[src/hdl/smc_lite_settings.svh]
// Static memory controller settings
`ifndef SMC_LITE_SETTINGS_SVH
`define SMC_LITE_SETTINGS_SVH

// ----------------------------------------------------------------------
// Bus widths
// ----------------------------------------------------------------------
`define SMC_ADDR_W 16                // SRAM address bits
`define SMC_DATA_W 32                // SRAM and APB data bits

// Register field widths
`define SMC_WAIT_W 4                 // Wait-state count
`define SMC_TURN_W 2                 // Turnaround count
`define SMC_COUNT_W 16               // Completed access counter

// ----------------------------------------------------------------------
// APB register map, 5-bit address
// ----------------------------------------------------------------------
`define SMC_REG_CONFIG 5'h00         // Register 0, configuration
`define SMC_REG_STATUS 5'h04         // Register 1, status

// Configuration defaults after reset
`define SMC_RST_RD_WAIT 4'd3
`define SMC_RST_WR_WAIT 4'd2
`define SMC_RST_TURN 2'd1

`endif
[src/hdl/smc_lite_pkg.sv]
// Static memory controller types
`default_nettype none

`include "smc_lite_settings.svh"

package smc_lite_pkg;

  // Field types
  typedef logic [`SMC_WAIT_W-1:0] wait_t;     // Wait states per access
  typedef logic [`SMC_TURN_W-1:0] turn_t;     // Idle cycles after access
  typedef logic [`SMC_COUNT_W-1:0] count_t;   // Wrapping access count

  // Bus words
  typedef logic [`SMC_DATA_W-1:0] data_t;
  typedef logic [`SMC_ADDR_W-1:0] addr_t;

  // ----------------------------------------------------------------------
  // Register 0 layout
  // ----------------------------------------------------------------------
  // enable in bit 31, turn in 9:8, wr_wait in 7:4, rd_wait in 3:0
  typedef struct packed
  {
    logic enable;                                             // Accept host requests
    logic [`SMC_DATA_W-2-`SMC_TURN_W-2*`SMC_WAIT_W:0] rsvd;   // Always zero
    turn_t turn;
    wait_t wr_wait;
    wait_t rd_wait;
  } cfg_t;

  // Register 1 layout is built in the register block
  // busy in bit 31, count in 15:0

endpackage

`default_nettype wire

[src/hdl/smc_cfg_if.sv]
// Configuration and status link
`timescale 1ns/10ps
`default_nettype none

interface smc_cfg_if;

  // Register block to access controller
  smc_lite_pkg::cfg_t cfg;                // Live register 0 contents

  // Access controller back to register block
  logic busy;                             // Not idle
  smc_lite_pkg::count_t access_count;     // Completed accesses

  // Register side
  modport cfg_side
  (
    output cfg,
    input busy,
    input access_count
  );

  // Controller side
  modport ctrl_side
  (
    input cfg,
    output busy,
    output access_count
  );

endinterface

`default_nettype wire

[src/hdl/smc_lite_top.sv]
// Static memory controller top level
`timescale 1ns/10ps
`default_nettype none

module smc_lite_top
(
  input wire logic pclk,                        // Single clock
  input wire logic reset,                       // Sync reset, active high
  // APB slave
  input wire logic psel,
  input wire logic penable,
  input wire logic pwrite,
  input wire logic [4:0] paddr,
  input wire smc_lite_pkg::data_t pwdata,
  output smc_lite_pkg::data_t prdata,
  // Host strobes
  input wire logic host_req,
  input wire logic host_write,
  input wire smc_lite_pkg::addr_t host_addr,
  input wire smc_lite_pkg::data_t host_wdata,
  output logic host_ready,
  output logic host_done,
  output smc_lite_pkg::data_t host_rdata,
  // SRAM pins
  output logic mem_cs_n,
  output logic mem_oe_n,
  output logic mem_we_n,
  output smc_lite_pkg::addr_t mem_addr,
  output smc_lite_pkg::data_t mem_wdata,
  input wire smc_lite_pkg::data_t mem_rdata
);

  logic cfg_wr;                        // Register 0 write strobe
  smc_lite_pkg::data_t cfg_wdata;      // Register 0 write data
  smc_lite_pkg::data_t cfg_word;       // Register 0 readback
  smc_lite_pkg::data_t status_word;    // Register 1 readback

  smc_cfg_if cfg_bus ();               // Config down, status up

  // APB decode and read mux
  smc_apb_lite_if i_apb_if
  (
    .pclk        (pclk),
    .psel        (psel),
    .penable     (penable),
    .pwrite      (pwrite),
    .paddr       (paddr),
    .pwdata      (pwdata),
    .cfg_word    (cfg_word),
    .status_word (status_word),
    .prdata      (prdata),
    .cfg_wr      (cfg_wr),
    .cfg_wdata   (cfg_wdata)
  );

  smc_cfreg_lite i_cfreg
  (
    .pclk        (pclk),
    .reset       (reset),
    .cfg_wr      (cfg_wr),
    .cfg_wdata   (cfg_wdata),
    .cfg_word    (cfg_word),
    .status_word (status_word),
    .cfg_bus     (cfg_bus.cfg_side)
  );

  // SRAM strobes and host handshake
  smc_access_fsm i_access_fsm
  (
    .pclk       (pclk),
    .reset      (reset),
    .host_req   (host_req),
    .host_write (host_write),
    .host_addr  (host_addr),
    .host_wdata (host_wdata),
    .mem_rdata  (mem_rdata),
    .host_ready (host_ready),
    .host_done  (host_done),
    .host_rdata (host_rdata),
    .mem_cs_n   (mem_cs_n),
    .mem_oe_n   (mem_oe_n),
    .mem_we_n   (mem_we_n),
    .mem_addr   (mem_addr),
    .mem_wdata  (mem_wdata),
    .cfg_bus    (cfg_bus.ctrl_side)
  );

endmodule

`default_nettype wire

[src/hdl/smc_access_fsm.sv]
// SRAM access state machine
`timescale 1ns/10ps
`default_nettype none

module smc_access_fsm
(
  input wire logic pclk,                        // Clock
  input wire logic reset,                       // Sync reset, active high
  input wire logic host_req,                    // Request pulse
  input wire logic host_write,                  // 1 write, 0 read
  input wire smc_lite_pkg::addr_t host_addr,    // Request address
  input wire smc_lite_pkg::data_t host_wdata,   // Request write data
  input wire smc_lite_pkg::data_t mem_rdata,    // SRAM read data
  output logic host_ready,                      // Idle and enabled
  output logic host_done,                       // Access complete pulse
  output smc_lite_pkg::data_t host_rdata,       // Last read word
  output logic mem_cs_n,                        // SRAM chip select
  output logic mem_oe_n,                        // SRAM output enable
  output logic mem_we_n,                        // SRAM write enable
  output smc_lite_pkg::addr_t mem_addr,         // SRAM address
  output smc_lite_pkg::data_t mem_wdata,        // SRAM write data
  smc_cfg_if.ctrl_side cfg_bus                  // Configuration in, status out
);

  typedef enum logic [1:0]
  {
    ST_IDLE,      // Waiting for host
    ST_ACCESS,    // Strobes active
    ST_DONE,      // Done pulse
    ST_TURN       // Bus turnaround
  } state_t;

  state_t state;
  smc_lite_pkg::wait_t cnt;            // Wait or turnaround down-counter
  logic write_q;                       // Direction of current access
  smc_lite_pkg::count_t access_cnt;    // Completed accesses, wraps

  // ----------------------------------------------------------------------
  // State machine
  // ----------------------------------------------------------------------
  always_ff @(posedge pclk)
  begin : p_fsm
    if (reset)
    begin
      state <= ST_IDLE;
      cnt <= '0;
      write_q <= 1'b0;
    end
    else
    begin
      case (state)
        ST_IDLE:
        begin
          if (host_req && host_ready)
          begin
            state <= ST_ACCESS;
            write_q <= host_write;
            // W taken now, later config writes leave this access alone
            cnt <= host_write ? cfg_bus.cfg.wr_wait : cfg_bus.cfg.rd_wait;
          end
        end
        ST_ACCESS:
        begin
          if (cnt == '0)
            state <= ST_DONE;             // W+1 strobe cycles elapsed
          else
            cnt <= cnt - smc_lite_pkg::wait_t'(1);
        end
        ST_DONE:
        begin
          if (cfg_bus.cfg.turn == '0)
            state <= ST_IDLE;             // No turnaround
          else
          begin
            state <= ST_TURN;
            cnt <= smc_lite_pkg::wait_t'(cfg_bus.cfg.turn) - smc_lite_pkg::wait_t'(1);
          end
        end
        ST_TURN:
        begin
          if (cnt == '0)
            state <= ST_IDLE;
          else
            cnt <= cnt - smc_lite_pkg::wait_t'(1);
        end
        default:
          state <= ST_IDLE;
      endcase
    end
  end

  // Address and data captured with the request
  always_ff @(posedge pclk)
  begin : p_payload
    if (state == ST_IDLE && host_req && host_ready)
    begin
      mem_addr <= host_addr;
      mem_wdata <= host_wdata;
    end
    if (state == ST_ACCESS && cnt == '0 && !write_q)
      host_rdata <= mem_rdata;            // Sample at the last strobe edge
  end

  // Access counter
  always_ff @(posedge pclk)
  begin : p_count
    if (reset)
      access_cnt <= '0;
    else if (host_done)
      access_cnt <= access_cnt + smc_lite_pkg::count_t'(1);
  end

  // ----------------------------------------------------------------------
  // Outputs
  // ----------------------------------------------------------------------
  assign mem_cs_n = (state != ST_ACCESS);
  assign mem_oe_n = !(state == ST_ACCESS && !write_q);   // Read strobe
  assign mem_we_n = !(state == ST_ACCESS && write_q);    // Write strobe
  assign host_done = (state == ST_DONE);
  assign host_ready = (state == ST_IDLE) && cfg_bus.cfg.enable;

  // Status back to register block
  assign cfg_bus.busy = (state != ST_IDLE);
  assign cfg_bus.access_count = access_cnt;

  // ----------------------------------------------------------------------
  // Checks
  // ----------------------------------------------------------------------
  // Accepted request opens the matching strobe in the next cycle
  a_req_strobe : assert property
  (
    @(posedge pclk) disable iff (reset)
      (host_req && host_ready) |=>
        (!mem_cs_n && mem_we_n != $past(host_write) && mem_oe_n == $past(host_write))
  )
  else $error("no SRAM strobe or wrong strobe after an accepted request");

  // Host must wait for ready
  a_req_ready : assert property
  (
    @(posedge pclk) disable iff (reset) host_req |-> host_ready
  )
  else $error("host request while host_ready is low");

  a_done_pulse : assert property
  (
    @(posedge pclk) disable iff (reset) host_done |=> !host_done
  )
  else $error("host_done high for more than one cycle");

endmodule

`default_nettype wire

[src/hdl/smc_cfreg_lite.sv]
// Configuration and status registers
`timescale 1ns/10ps
`default_nettype none

`include "smc_lite_settings.svh"

module smc_cfreg_lite
(
  input wire logic pclk,                        // APB clock
  input wire logic reset,                       // Sync reset, active high
  input wire logic cfg_wr,                      // Register 0 write
  input wire smc_lite_pkg::data_t cfg_wdata,    // Register 0 write data
  output smc_lite_pkg::data_t cfg_word,         // Register 0 readback
  output smc_lite_pkg::data_t status_word,      // Register 1 readback
  smc_cfg_if.cfg_side cfg_bus                   // To access controller
);

  smc_lite_pkg::cfg_t cfg_reg;    // Stored configuration
  smc_lite_pkg::cfg_t cfg_next;   // Write data with reserved bits cleared

  // Clear reserved field of incoming word
  always_comb
  begin
    cfg_next = smc_lite_pkg::cfg_t'(cfg_wdata);
    cfg_next.rsvd = '0;
  end

  // ----------------------------------------------------------------------
  // Register 0
  // ----------------------------------------------------------------------
  always_ff @(posedge pclk)
  begin : p_cfg_reg
    if (reset)
    begin
      cfg_reg.enable <= 1'b1;                 // Ready for the host out of reset
      cfg_reg.rsvd <= '0;
      cfg_reg.turn <= `SMC_RST_TURN;
      cfg_reg.wr_wait <= `SMC_RST_WR_WAIT;
      cfg_reg.rd_wait <= `SMC_RST_RD_WAIT;
    end
    else if (cfg_wr)
      cfg_reg <= cfg_next;                    // New from the next cycle
  end

  assign cfg_word = cfg_reg;
  assign cfg_bus.cfg = cfg_reg;

  // Register 1, busy flag and access count
  always_comb
  begin : p_status
    status_word = '0;
    status_word[31] = cfg_bus.busy;
    status_word[15:0] = cfg_bus.access_count;
  end

  // ----------------------------------------------------------------------
  // Checks
  // ----------------------------------------------------------------------
  // Reserved bits never set, whatever the APB side writes
  a_rsvd_zero : assert property
  (
    @(posedge pclk) disable iff (reset) cfg_reg.rsvd == '0
  )
  else $error("reserved configuration bits are not zero");

endmodule

`default_nettype wire

[src/hdl/smc_apb_lite_if.sv]
// APB register slave
`timescale 1ns/10ps
`default_nettype none

`include "smc_lite_settings.svh"

module smc_apb_lite_if
(
  input wire logic pclk,                          // APB clock, checks only
  input wire logic psel,                          // APB select
  input wire logic penable,                       // APB enable
  input wire logic pwrite,                        // APB write strobe
  input wire logic [4:0] paddr,                   // APB address
  input wire smc_lite_pkg::data_t pwdata,         // APB write data
  input wire smc_lite_pkg::data_t cfg_word,       // Register 0 contents
  input wire smc_lite_pkg::data_t status_word,    // Register 1 contents
  output smc_lite_pkg::data_t prdata,             // APB read data
  output logic cfg_wr,                            // Register 0 write strobe
  output smc_lite_pkg::data_t cfg_wdata           // Register 0 write data
);

  logic sel_config;   // Register 0 selected in access phase
  logic sel_status;   // Register 1 selected in access phase

  // ----------------------------------------------------------------------
  // Address decode
  // ----------------------------------------------------------------------
  always_comb
  begin : p_addr_decode
    sel_config = 1'b0;
    sel_status = 1'b0;
    if (psel && penable)   // Access phase only
    begin
      if (paddr == `SMC_REG_CONFIG)
        sel_config = 1'b1;
      else if (paddr == `SMC_REG_STATUS)
        sel_status = 1'b1;
    end
  end

  // Write path, status is read only
  assign cfg_wr = sel_config & pwrite;
  assign cfg_wdata = pwdata;   // Masked in the register block

  // Read mux
  always_comb
  begin : p_read_mux
    if (sel_config)
      prdata = cfg_word;
    else if (sel_status)
      prdata = status_word;
    else
      prdata = '0;   // Unmapped or no access
  end

  // ----------------------------------------------------------------------
  // Protocol checks
  // ----------------------------------------------------------------------
  // Address held from setup into access phase
  a_paddr_stable : assert property
  (
    @(posedge pclk) (psel && penable) |-> $stable(paddr)
  )
  else $error("paddr changed between APB setup and access phase");

endmodule

`default_nettype wire

[config.mk]
export PLATFORM = sky130hd
export DESIGN_NAME = smc_lite_top
export DESIGN_NICKNAME = d
export VERILOG_FILES = /design/src/hdl/smc_lite_pkg.sv /design/src/hdl/smc_cfg_if.sv /design/src/hdl/smc_lite_top.sv /design/src/hdl/smc_access_fsm.sv /design/src/hdl/smc_cfreg_lite.sv /design/src/hdl/smc_apb_lite_if.sv
export VERILOG_INCLUDE_DIRS = /design/src /design/src/hdl
export SDC_FILE = /design/constraint.sdc
export NUM_CORES = 1
export LEC_CHECK = 0
export BUFFER_PORTS_ARGS = -buffer_cell sky130_fd_sc_hd__buf_2
export CELL_PAD_IN_SITES_DETAIL_PLACEMENT = 1
export CELL_PAD_IN_SITES_GLOBAL_PLACEMENT = 1
export CORE_ASPECT_RATIO = 0.75
export CORE_UTILIZATION = 34
export CTS_CLUSTER_SIZE = 25
export DETAILED_ROUTE_END_ITERATION = 6
export HOLD_SLACK_MARGIN = 0.12
export PLACE_DENSITY_LB_ADDON = 0.25
export SYNTH_ARGS = -nofsm -noshare
export SYNTH_HDL_FRONTEND = slang
export SYNTH_SLANG_ARGS = --single-unit
export TNS_END_PERCENT = 10
[constraint.sdc]
create_clock -name pclk -period 6.12 [get_ports pclk]
set_clock_uncertainty 0.05 [all_clocks]
set_input_delay 0 -clock pclk [delete_from_list [all_inputs] [get_ports pclk]]
set_output_delay 0 -clock pclk [all_outputs]
set_load 0.005 [all_outputs]
==> flow_metrics.py, run 1 <==
metrics = {
    "outcome": {
        "status": "finished clean",
    },
    "sta": {
        "maxSlewHeadroom_pct": 28.1,
        "period_share_pct": 45.0,
        "holdWs_ns": 0.171,
        "hold_viol": 0,
        "worstMarginPinSlew_ns": 1.08,
        "fin_setup_tns_ns": 0,
        "fmax_mhz": 363,
        "period_needed_ns": 2.75,
        "rsz0062_at_grt": "false",
        "setup_viol": 0,
        "final_max_slew_viol_count": 0,
    },
    "yosys": {
        "synth_top_area_share_pct": 55.0,
        "yosys_register_bits": 114,
        "syn_area_um2": 4370,
        "synth_area_leaders": "edfxtp_1 (55%), dfxtp_1 (16%), mux2i_1 (5.7%), buf_4 (2.7%), nor2_1 (2.7%)",
        "syn-mean-instance-area_um2": 14.0,
        "synth_edf_count": 80,
        "synth_cells": 311,
        "yosysWarningCount": 0,
        "synth_cell_types": 42,
        "synthFlopType": "edfxtp_1",
        "async_flop_share_pct": 0,
        "ys_seq_area_share_pct": 70.6,
        "synth_largest_area_cell": "edfxtp_1",
    },
    "drt": {
        "drt_iter0_drc": 86,
        "vias": 3646,
        "wirelength_um": 13400,
        "wl_per_cell_um": 16.7,
        "drc": 0,
        "first_pass_iters": 5,
        "via_per_inst": 4.55,
        "ant_nets": 0,
    },
    "global_routing": {
        "overflow": 0,
        "grt_pass1_vias": 3903,
        "antenna_found_initial": 1,
        "grtUsageTotal_pct": 20.4,
        "grt_pass1_wl_um": 20300,
        "grt_max_degree": 50,
    },
    "worst_setup_path": {
        "cp-start-kind": "flop",
        "worstPathArrival_ns": 2.98,
        "r2r-start": "i_access_fsm.state[0]",
        "worstSetupEndpointType": "flop",
        "worstSetupStartpoint": "i_access_fsm.state[0]",
        "critical_path_class": "reg2reg",
        "cp.required_ns": 6.35,
        "crit_fanout": 49,
    },
    "pwr": {
        "ir_drop_mv": 0.245,
        "switching_share_pct": 24.6,
        "p_int_mw": 1.83,
        "p_clk_share_pct": 42.2,
        "powerDensity_nw_per_um2": 340,
        "leakagePower_nw": 3.13,
        "sequentialPowerShare_pct": 42.2,
        "switchingPower_mw": 0.598,
        "p_comb_share_pct": 15.6,
    },
    "placement": {
        "io_buffers": 204,
        "dpl.hpwl_um": 8380,
        "placed_area_um2": 5500,
        "gp_congestion": 0.780,
    },
    "clock_tree": {
        "cts_setup_buffers": 0,
        "htreeDepth": 4,
        "cts_resized": 0,
        "clock-root-buffer": "clkbuf_16",
        "cts_sinks": 114,
        "cts_buffers": 17,
        "cts_hold_buf": 101,
        "cts_buffer_depth": 2,
        "insertion_delay_ns": 0.40,
        "path_clk_slew_ns": 0.05,
        "cts_tree": "built",
    },
    "finish": {
        "post-route-util_pct": 57.5,
        "finalInstanceArea_um2": 7120,
        "drive_gt1_share_pct": 38.0,
        "area_growth_pct": 63.1,
        "mostFrequentLayoutCells": "buf_2 (204), dlygate4sd3_1 (101), edfxtp_1 (80), dfxtp_1 (34), nor2_1 (32)",
        "final_nets": 750,
        "reg_top3": "i_access_fsm.host_rdata: 32 flops, i_access_fsm.mem_wdata: 32 flops",
        "final_common_cell": "buf_2",
    },
    "floorplan": {
        "die_width_um": 133,
        "die_area_um2": 13300,
        "ios": 241,
        "die_h_um": 100,
        "start_util_pct": 35.2,
        "std_cell_rows": 35,
        "core_area_um2": 12400,
    },
    "run": {
        "drv_cap": 0,
    },
    "hold_path": {
        "hold_path.class": "in2reg",
        "hp-start": "host_req",
    },
}
## Yosys cell counts (all sizes together), types with 3 or more instances
| master | instances |
|---|---|
| a211oi | 5 |
| a21oi | 6 |
| and2 | 3 |
| and3 | 11 |
| buf | 21 |
| clkbuf | 7 |
| dfxtp | 34 |
| edfxtp | 80 |
| ha | 4 |
| inv | 8 |
| mux2i | 25 |
| nand2 | 10 |
| nand3 | 6 |
| nand4 | 7 |
| nor2 | 32 |
| nor2b | 5 |
| o21ai | 6 |
| o31ai | 3 |
| xor2 | 9 |
## metal layers
layer	global-route usage [%]	share of wire, %	vias up
met1	23.1	40	1724
met5	0	0	-
met2	36.0	51	159
met4	9.90	2.9	0
li1	-	-	1733
met3	5.61	5.5	30
## path summary, 6_finish.rpt
check | endpoint | cells past startpoint | slack (ns)
max reg2reg | i_access_fsm.write_q | 5 | 3.37
min | i_access_fsm.cnt[2] | 4 | 0.17
max | i_access_fsm.write_q | 5 | 3.37
min reg2reg | i_access_fsm.cfg_bus.access_count[15] | 2 | 0.43
## cell families (layout without fill, tap and decap cells)
family / Yosys count / after routing / synth area share (%)
muxes: 25 / 25 / 5.73
buffers and inverters: 36 / 345 / 4.55
AOI/OAI and AO/OA: 27 / 27 / 4.18
DFF: 114 / 114 / 70.6
other: 1 / 16 / 0.0859
adders and majority gates: 4 / 4 / 1.15
xor gates and xnor gates: 11 / 11 / 2.21
and+or+nand+nor: 93 / 93 / 11.5
## through the flow
step | total power [mW] | std cells | setup WS, ns
2_1_floorplan | 1.19 | 325 | 1.37
3_3_place_gp | 1.35 | 668 | 3.93
3_5_place_dp | 1.36 | 668 | 3.89
4_1_cts | 2.44 | 800 | 3.34
5_1_grt | 2.53 | 801 | 3.16
6_report | 2.42 | 801 | 3.37
## area by class of cell
type	count	area [um2]
diodes	1	2.50
clock buffers	17	425
fillers	1288	5270
clock inverters	14	189
well taps	166	208
multi-input cells	175	1150
inverters	8	30.0
repair buffers	306	2040
flip-flops and latches	114	3080
## power by group through the flow
stage               clock network, mW  registers [mW]  logic, mW
floorplan                           0            1.04      0.155
global placement                    0            1.03      0.318
detailed placement                  0            1.04      0.327
CTS                              1.04            1.02      0.378
global route                     1.08            1.04      0.416
finish                           1.02            1.02      0.377
## critical path: stages, from the launching register on
cell           delay [ns]
dfxtp_1              0.48
nor2_1               0.25
and3_2               0.93
mux2i_1              0.27
nor2_1               0.06
dlygate4sd3_1        0.58
No activity file was read; power rests on OpenSTA's default activity.
==> run 2, diff against run 1 <==
ABC_AREA = 1   (was not set)
CORE_UTILIZATION = 33   (was 34)
clock period = 2.55 ns   (was 6.12 ns; I/O delays follow)
==> flow_metrics.py, run 2 <==
metrics = {
    "yosys": {
        "synth_area_leaders": "edfxtp_1 (55%), dfxtp_1 (16%), inv_1 (3.7%), nor2_1 (3.7%), nand2_1 (3.6%)",
        "synth_edf_count": 80,
        "synth_cells": 366,
        "async_flop_share_pct": 0,
        "ys_seq_area_share_pct": 70.8,
        "syn-mean-instance-area_um2": 11.9,
        "synth_most_common_cell": "edfxtp_1",
        "yosys_register_bits": 114,
        "synth_top_area_share_pct": 55.2,
        "syn_area_um2": 4350,
        "yosysWarningCount": 0,
        "synth_largest_area_cell": "edfxtp_1",
        "synth_commonest_cells": "edfxtp_1 (80), inv_1 (43), nor2_1 (43), nand2_1 (42), dfxtp_1 (34)",
        "synth_cell_types": 31,
        "synthFlopType": "edfxtp_1",
    },
    "placement": {
        "gp_congestion": 0.782,
        "io_buffers": 204,
        "dpl.hpwl_um": 9710,
    },
    "worst_setup_path": {
        "critPathTopFamily": "buffers and inverters",
        "crit_fanout": 17,
        "path_cells": "buf_2, nor3_1, nand2_2, nor2_4, inv_2, nor2_1, dlygate4sd3_1, nor2_1, dlygate4sd3_1",
        "worst-path-stages": 9,
        "worstSetupStartpoint": "paddr[3]",
        "worstPathArrival_ns": 2.40,
        "critical_path_class": "in2reg",
        "r2r-end": "i_access_fsm.cnt[1]",
        "max_stage_delay_ns": 0.60,
        "setup.worst_path.end": "i_cfreg.cfg_bus.cfg[3]",
        "critPathSlowestCell": "dlygate4sd3_1",
        "cp.required_ns": 2.78,
        "cp-start-kind": "primary input",
        "rr_worst_depth": 7,
        "r2r-start": "i_access_fsm.state[1]",
        "r2r_setup_slack_ns": 0.45,
        "worstSetupEndpointType": "flop",
        "cp_num_buf_inv": 4,
    },
    "hold_path": {
        "hold_path.class": "in2reg",
    },
    "finish": {
        "reg_top3": "i_access_fsm.host_rdata: 32 flops, i_access_fsm.mem_wdata: 32 flops",
        "final_nets": 829,
        "area_growth_pct": 66.4,
        "nFillCells": 1401,
        "final_common_cell": "buf_2",
        "drive_gt1_share_pct": 35.8,
        "mostFrequentLayoutCells": "buf_2 (204), dlygate4sd3_1 (116), edfxtp_1 (80)",
        "antenna_cells": 0,
    },
    "floorplan": {
        "die_h_um": 101,
        "die_area_um2": 13700,
        "ios": 241,
        "std_cell_rows": 35,
        "start_util_pct": 34.6,
        "core_area_um2": 12600,
        "die_width_um": 135,
    },
    "clock_tree": {
        "cts_sinks": 114,
        "htreeDepth": 4,
        "path_clk_slew_ns": 0.06,
        "insertion_delay_ns": 0.41,
        "cts_buffers": 17,
        "cts_tree": "built",
        "cts_buffer_depth": 2,
        "clock-root-buffer": "clkbuf_16",
        "cts_resized": 0,
    },
    "global_routing": {
        "grt_pass1_wl_um": 22200,
        "overflow": 0,
        "antenna_found_initial": 0,
        "grtUsageTotal_pct": 21.9,
        "grt_max_degree": 49,
        "grt_pass1_vias": 4200,
    },
    "pwr": {
        "p_clk_share_pct": 37.6,
        "p_comb_share_pct": 20.0,
        "switchingPower_mw": 1.71,
        "powerDensity_nw_per_um2": 821,
        "p_int_mw": 4.23,
        "leakagePower_nw": 3.11,
        "ir_drop_mv": 0.558,
        "switching_share_pct": 28.8,
        "sequentialPowerShare_pct": 42.4,
    },
    "sta": {
        "period_share_pct": 85.4,
        "worstMarginPinSlew_ns": 0.843,
        "final_max_slew_viol_count": 0,
        "rsz0062_at_grt": "false",
        "hold_viol": 0,
        "maxSlewHeadroom_pct": 43.7,
        "holdWs_ns": 0.248,
        "period_needed_ns": 2.18,
        "fin_setup_tns_ns": 0,
        "setup_viol": 0,
        "fmax_mhz": 459,
    },
    "drt": {
        "ant_nets": 0,
        "first_pass_iters": 4,
        "drc": 0,
        "drt_iter0_drc": 178,
        "wirelength_um": 14900,
        "via_per_inst": 4.50,
        "wl_per_cell_um": 16.9,
        "vias": 3957,
    },
    "outcome": {
        "status": "finished clean",
    },
    "run": {
        "drv_cap": 0,
    },
}
## run 2: changes by cell type after synthesis, moves of 8 or more
cell and delta:
o21ai_1 +9, nand2_1 +32, a21oi_1 +12, nor2_1 +11
o22ai_1 +9, o21ai_0 +13, and3_1 -11, inv_1 +35
xor2_1 -8, mux2i_1 -25
## run 2: timing repair
action	in CTS	in global routing
endpoints found under the hold margin	103	0
hold buffers	116	0
buffers inserted	0	0
## run 2: cell type report
class | count | area, um2 | area share, %
flip-flops and latches | 114 | 3080 | 42.5
repair buffers | 322 | 2210 | 30.5
multi-input cells | 199 | 1010 | 14.0
clock buffers | 17 | 425 | 5.87
well taps | 166 | 208 | 2.87
inverters | 47 | 176 | 2.43
clock inverters | 14 | 133 | 1.83
## run 2: how the worst min path moves through the flow
| stage | start | to | cells past startpoint |
|---|---|---|---|
| after floorplan | mem_rdata[0] | i_access_fsm.host_rdata[0] | 0 |
| after global placement | host_wdata[27] | i_access_fsm.mem_wdata[27] | 1 |
| after detailed placement | host_addr[1] | i_access_fsm.mem_addr[1] | 1 |
| after CTS | mem_rdata[13] | i_access_fsm.host_rdata[13] | 2 |
| after global routing | mem_rdata[13] | i_access_fsm.host_rdata[13] | 2 |
| final | mem_rdata[13] | i_access_fsm.host_rdata[13] | 2 |
## run 2: stage by stage
step | power, mW | instances | setup WS, ns | utilization (%) | instance area [um2]
after global placement | 3.56 | 732 | 0.854 | 44.0 | 5530
after detailed placement | 3.61 | 732 | 0.825 | 44.0 | 5530
after floorplan | 3.06 | 380 | 0.0103 | - | 4410
after CTS | 6.01 | 879 | 0.496 | 57.7 | 7250
final | 5.95 | 879 | 0.373 | 57.7 | 7250
after global routing | 6.24 | 879 | 0.242 | 57.7 | 7250
## run 2: routing by layer
metal	part of all wire (%)	up-vias	GRT usage, %
met5	0	-	0
met4	1.5	0	7.43
met3	6.4	21	6.16
met2	53	152	39.7
met1	39	1892	24.9
li1	-	1892	-
## run 2: worst reg2reg max path: cells and delay by family, from the launching register on
| family | cells | cell delay [ns] |
|---|---|---|
| buf+inv | 2 | 0.62 |
| compound gates | 1 | 0.05 |
| flops | 1 | 0.38 |
| simple gates | 4 | 0.87 |
## run 2: cell families (layout without fill, tap and decap cells)
group / Yosys count / after routing / share of synthesized area (%)
fa+ha+maj: 4 / 4 / 1.15
compound gates: 64 / 64 / 8.16
other cells: 1 / 15 / 0.0861
xor+xnor: 1 / 1 / 0.201
simple gates: 115 / 115 / 12.4
buf+inv: 67 / 400 / 7.21
flops: 114 / 114 / 70.8
## run 2: power groups by stage
stage          registers [mW]  logic [mW]  clock network, mW
3_5_place_dp             2.55        1.07                  0
5_1_grt                  2.55        1.32               2.36
2_1_floorplan            2.57       0.486                  0
3_3_place_gp             2.53        1.03                  0
6_report                 2.52        1.19               2.24
4_1_cts                  2.51        1.20               2.29
==> run 3, diff against run 2 <==
BUFFER_PORTS_ARGS = not set   (was -buffer_cell sky130_fd_sc_hd__buf_2)
CORE_UTILIZATION = 35   (was 33)
DONT_BUFFER_PORTS = 1   (was not set)
==> flow_metrics.py, run 3 <==
metrics = {
    "yosys": {
        "ys_seq_area_share_pct": 70.8,
        "async_flop_share_pct": 0,
        "syn-mean-instance-area_um2": 11.9,
        "synth_top_family_by_area": "simple AND/OR/NAND/NOR gates",
        "synth_cells": 366,
        "muxShareOfSynthArea_pct": 0,
        "synthFlopType": "edfxtp_1",
        "syn_area_um2": 4350,
        "synth_most_common_cell": "edfxtp_1",
        "synth_area_leaders": "edfxtp_1 (55%), dfxtp_1 (16%), inv_1 (3.7%), nor2_1 (3.7%), nand2_1 (3.6%)",
        "yosys_register_bits": 114,
        "synth_cell_types": 31,
        "synthAdderAreaFrac_pct": 1.15,
        "yosys.area_share.simple_pct": 12.4,
        "synth_edf_count": 80,
        "synth_commonest_cells": "edfxtp_1 (80), inv_1 (43), nor2_1 (43), nand2_1 (42), dfxtp_1 (34)",
        "synth_largest_area_cell": "edfxtp_1",
        "yosysWarningCount": 0,
        "synth_compound_area_share_pct": 8.16,
        "synth-xor-area-share_pct": 0.201,
        "synth_top_area_share_pct": 55.2,
    },
    "clock_tree": {
        "cts_sinks": 114,
        "cts_buffer_depth": 2,
        "cts_setup_buffers": 0,
        "htreeDepth": 4,
        "cts_hold_buf": 113,
        "cts_buffers": 17,
        "cts_resized": 0,
        "clock-root-buffer": "clkbuf_16",
    },
    "placement": {
        "gp_congestion": 0.740,
        "io_buffers": 0,
        "dpl.hpwl_um": 7880,
    },
    "outcome": {
        "lastStage": "clock tree synthesis (4_1_cts)",
        "tool.error": "[ERROR RSZ-0060] Max buffer count reached.",
        "status": "did not finish",
    },
    "floorplan": {
        "die_width_um": 131,
        "start_util_pct": 36.7,
        "std_cell_rows": 34,
        "ios": 241,
        "die_h_um": 98.6,
    },
}
==> run 3: cell counts after synthesis <==
No cell type changed its count.
==> run 3: cell families after synthesis <==
kind of cell	Yosys count
compound gates	64
flops	114
xor+xnor	1
buf+inv	67
simple gates	115
fa+ha+maj	4
other cells	1
==> run 3: per-stage QoR <==
step           cells  hold WS (ns)  setup WS [ns]  instance area [um2]
2_1_floorplan    380        0.0489         0.0103                 4410
3_5_place_dp     525        0.0199          0.733                 4500
3_3_place_gp     525        0.0167          0.758                 4500
==> run 4, diff against run 3 <==
CELL_PAD_IN_SITES_DETAIL_PLACEMENT = not set   (was 1)
CELL_PAD_IN_SITES_GLOBAL_PLACEMENT = not set   (was 1)
CORE_ASPECT_RATIO = not set   (was 0.75)
CORE_UTILIZATION = 20   (was 35)
CTS_CLUSTER_SIZE = not set   (was 25)
HOLD_SLACK_MARGIN = not set   (was 0.12)
PLACE_DENSITY_LB_ADDON = 0.15   (was 0.25)
==> flow_metrics.py, run 4 (synthesis gave the netlist of run 2 again) <==
metrics = {
    "clock_tree": {
        "cts_setup_buffers": 0,
        "clock-root-buffer": "clkbuf_16",
        "insertion_delay_ns": 0.41,
        "cts_hold_buf": 117,
        "path_clk_slew_ns": 0.06,
        "cts_resized": 0,
        "cts_tree": "built",
        "cts_buffer_depth": 2,
        "cts_sinks": 114,
        "htreeDepth": 4,
        "cts_buffers": 17,
    },
    "floorplan": {
        "ios": 241,
        "start_util_pct": 20.6,
        "core_area_um2": 21200,
        "die_h_um": 150,
        "die_area_um2": 22400,
        "std_cell_rows": 53,
        "die_width_um": 150,
    },
    "sta": {
        "hold_viol": 0,
        "rsz0062_at_grt": "false",
        "fmax_mhz": 463,
        "worstMarginPinSlew_ns": 0.832,
        "fin_setup_tns_ns": 0,
        "period_needed_ns": 2.16,
        "maxSlewHeadroom_pct": 44.5,
        "final_max_slew_viol_count": 0,
        "setup_viol": 0,
        "period_share_pct": 84.7,
        "holdWs_ns": 0.0305,
    },
    "pwr": {
        "p_int_mw": 4.25,
        "sequentialPowerShare_pct": 43.9,
        "switching_share_pct": 28.1,
        "ir_drop_mv": 0.483,
        "leakagePower_nw": 2.33,
        "p_comb_share_pct": 13.6,
        "p_clk_share_pct": 42.5,
        "switchingPower_mw": 1.66,
        "powerDensity_nw_per_um2": 919,
    },
    "worst_setup_path": {
        "path_cells": "nor2_1, nand3_2, nand3_2, inv_2, nand2_1, a21oi_2, dlygate4sd3_1",
        "cp.required_ns": 2.79,
        "cp-start-kind": "flop",
        "rr_worst_depth": 7,
        "critPathSlowestCell": "dlygate4sd3_1",
        "max_stage_delay_ns": 0.56,
        "crit_fanout": 6,
        "worstSetupEndpointType": "flop",
        "worstPathArrival_ns": 2.40,
        "cp_common_cell": "nand3_2",
        "critical_path_class": "reg2reg",
    },
    "finish": {
        "finalInstanceArea_um2": 6430,
        "area_growth_pct": 47.8,
        "antenna_cells": 0,
        "mostFrequentLayoutCells": "dlygate4sd3_1 (117), edfxtp_1 (80), inv_1 (42), nor2_1 (42), nand2_1 (42)",
        "final_nets": 626,
        "drive_gt1_share_pct": 9.98,
        "post-route-util_pct": 30.4,
        "nFillCells": 2161,
        "reg_top3": "i_access_fsm.host_rdata: 32 flops, i_access_fsm.mem_wdata: 32 flops",
        "final_common_cell": "dlygate4sd3_1",
    },
    "global_routing": {
        "antenna_found_initial": 0,
        "grtUsageTotal_pct": 10.5,
        "grt_max_degree": 49,
        "overflow": 0,
        "grt_pass1_vias": 3149,
        "grt_pass1_wl_um": 17400,
    },
    "drt": {
        "wl_per_cell_um": 15.3,
        "first_pass_iters": 4,
        "drc": 0,
        "ant_nets": 0,
        "wirelength_um": 12000,
        "drt_iter0_drc": 86,
        "vias": 3090,
        "via_per_inst": 3.93,
    },
    "run": {
        "drv_cap": 0,
    },
    "outcome": {
        "status": "finished clean",
    },
    "placement": {
        "placed_area_um2": 4640,
        "io_buffers": 0,
        "gp_congestion": 0.712,
        "dpl.hpwl_um": 8350,
    },
    "hold_path": {
        "hold_depth": 6,
        "hold_path.class": "in2reg",
    },
}
run 4: cell type report:
cell class	instances	area (um2)	share of cell area, %
clock inverters	15	195	3.03
repair buffers	119	1200	18.6
clock buffers	17	425	6.61
multi-input cells	199	1010	15.7
well taps	275	344	5.35
inverters	47	176	2.74
flip-flops and latches	114	3080	47.9
run 4: worst paths after layout:
kind | to | slack [ns] | from
setup / recovery | i_access_fsm.cnt[1] | 0.39 | i_access_fsm.state[1]
hold / removal | i_access_fsm.cnt[3] | 0.03 | host_write
setup reg to reg | i_access_fsm.cnt[1] | 0.39 | i_access_fsm.state[1]
hold reg to reg | i_access_fsm.write_q | 0.43 | i_access_fsm.write_q
run 4: per-stage QoR:
stage,setup slack [ns],power [mW],cells
floorplan,0.0103,3.06,380
global placement,0.755,3.32,637
detailed placement,0.723,3.32,637
CTS,0.387,6.02,786
global route,0.187,6.22,786
finish,0.389,5.91,786
run 4: power by group through the flow:
| stage | Combinational, mW | Clock (mW) | Sequential, mW |
|---|---|---|---|
| 2_1_floorplan | 0.486 | 0 | 2.57 |
| 3_3_place_gp | 0.673 | 0 | 2.65 |
| 3_5_place_dp | 0.675 | 0 | 2.64 |
| 4_1_cts | 0.815 | 2.60 | 2.60 |
| 5_1_grt | 0.904 | 2.68 | 2.64 |
| 6_report | 0.803 | 2.51 | 2.60 |
run 4: worst max-delay path, delay by kind of cell, from the launching register on:
family	cells	cell delay [ns]
compound gates	1	0.05
buf+inv	2	0.64
flops	1	0.38
simple gates	4	0.92
run 4: layer usage:
metal | share of wire (%) | track usage [%] | vias up
li1 | - | - | 1494
met1 | 44 | 12.4 | 1413
met2 | 45 | 17.0 | 174
met3 | 9.0 | 3.84 | 9
met4 | 1.1 | 4.59 | 0
met5 | 0 | 0 | -
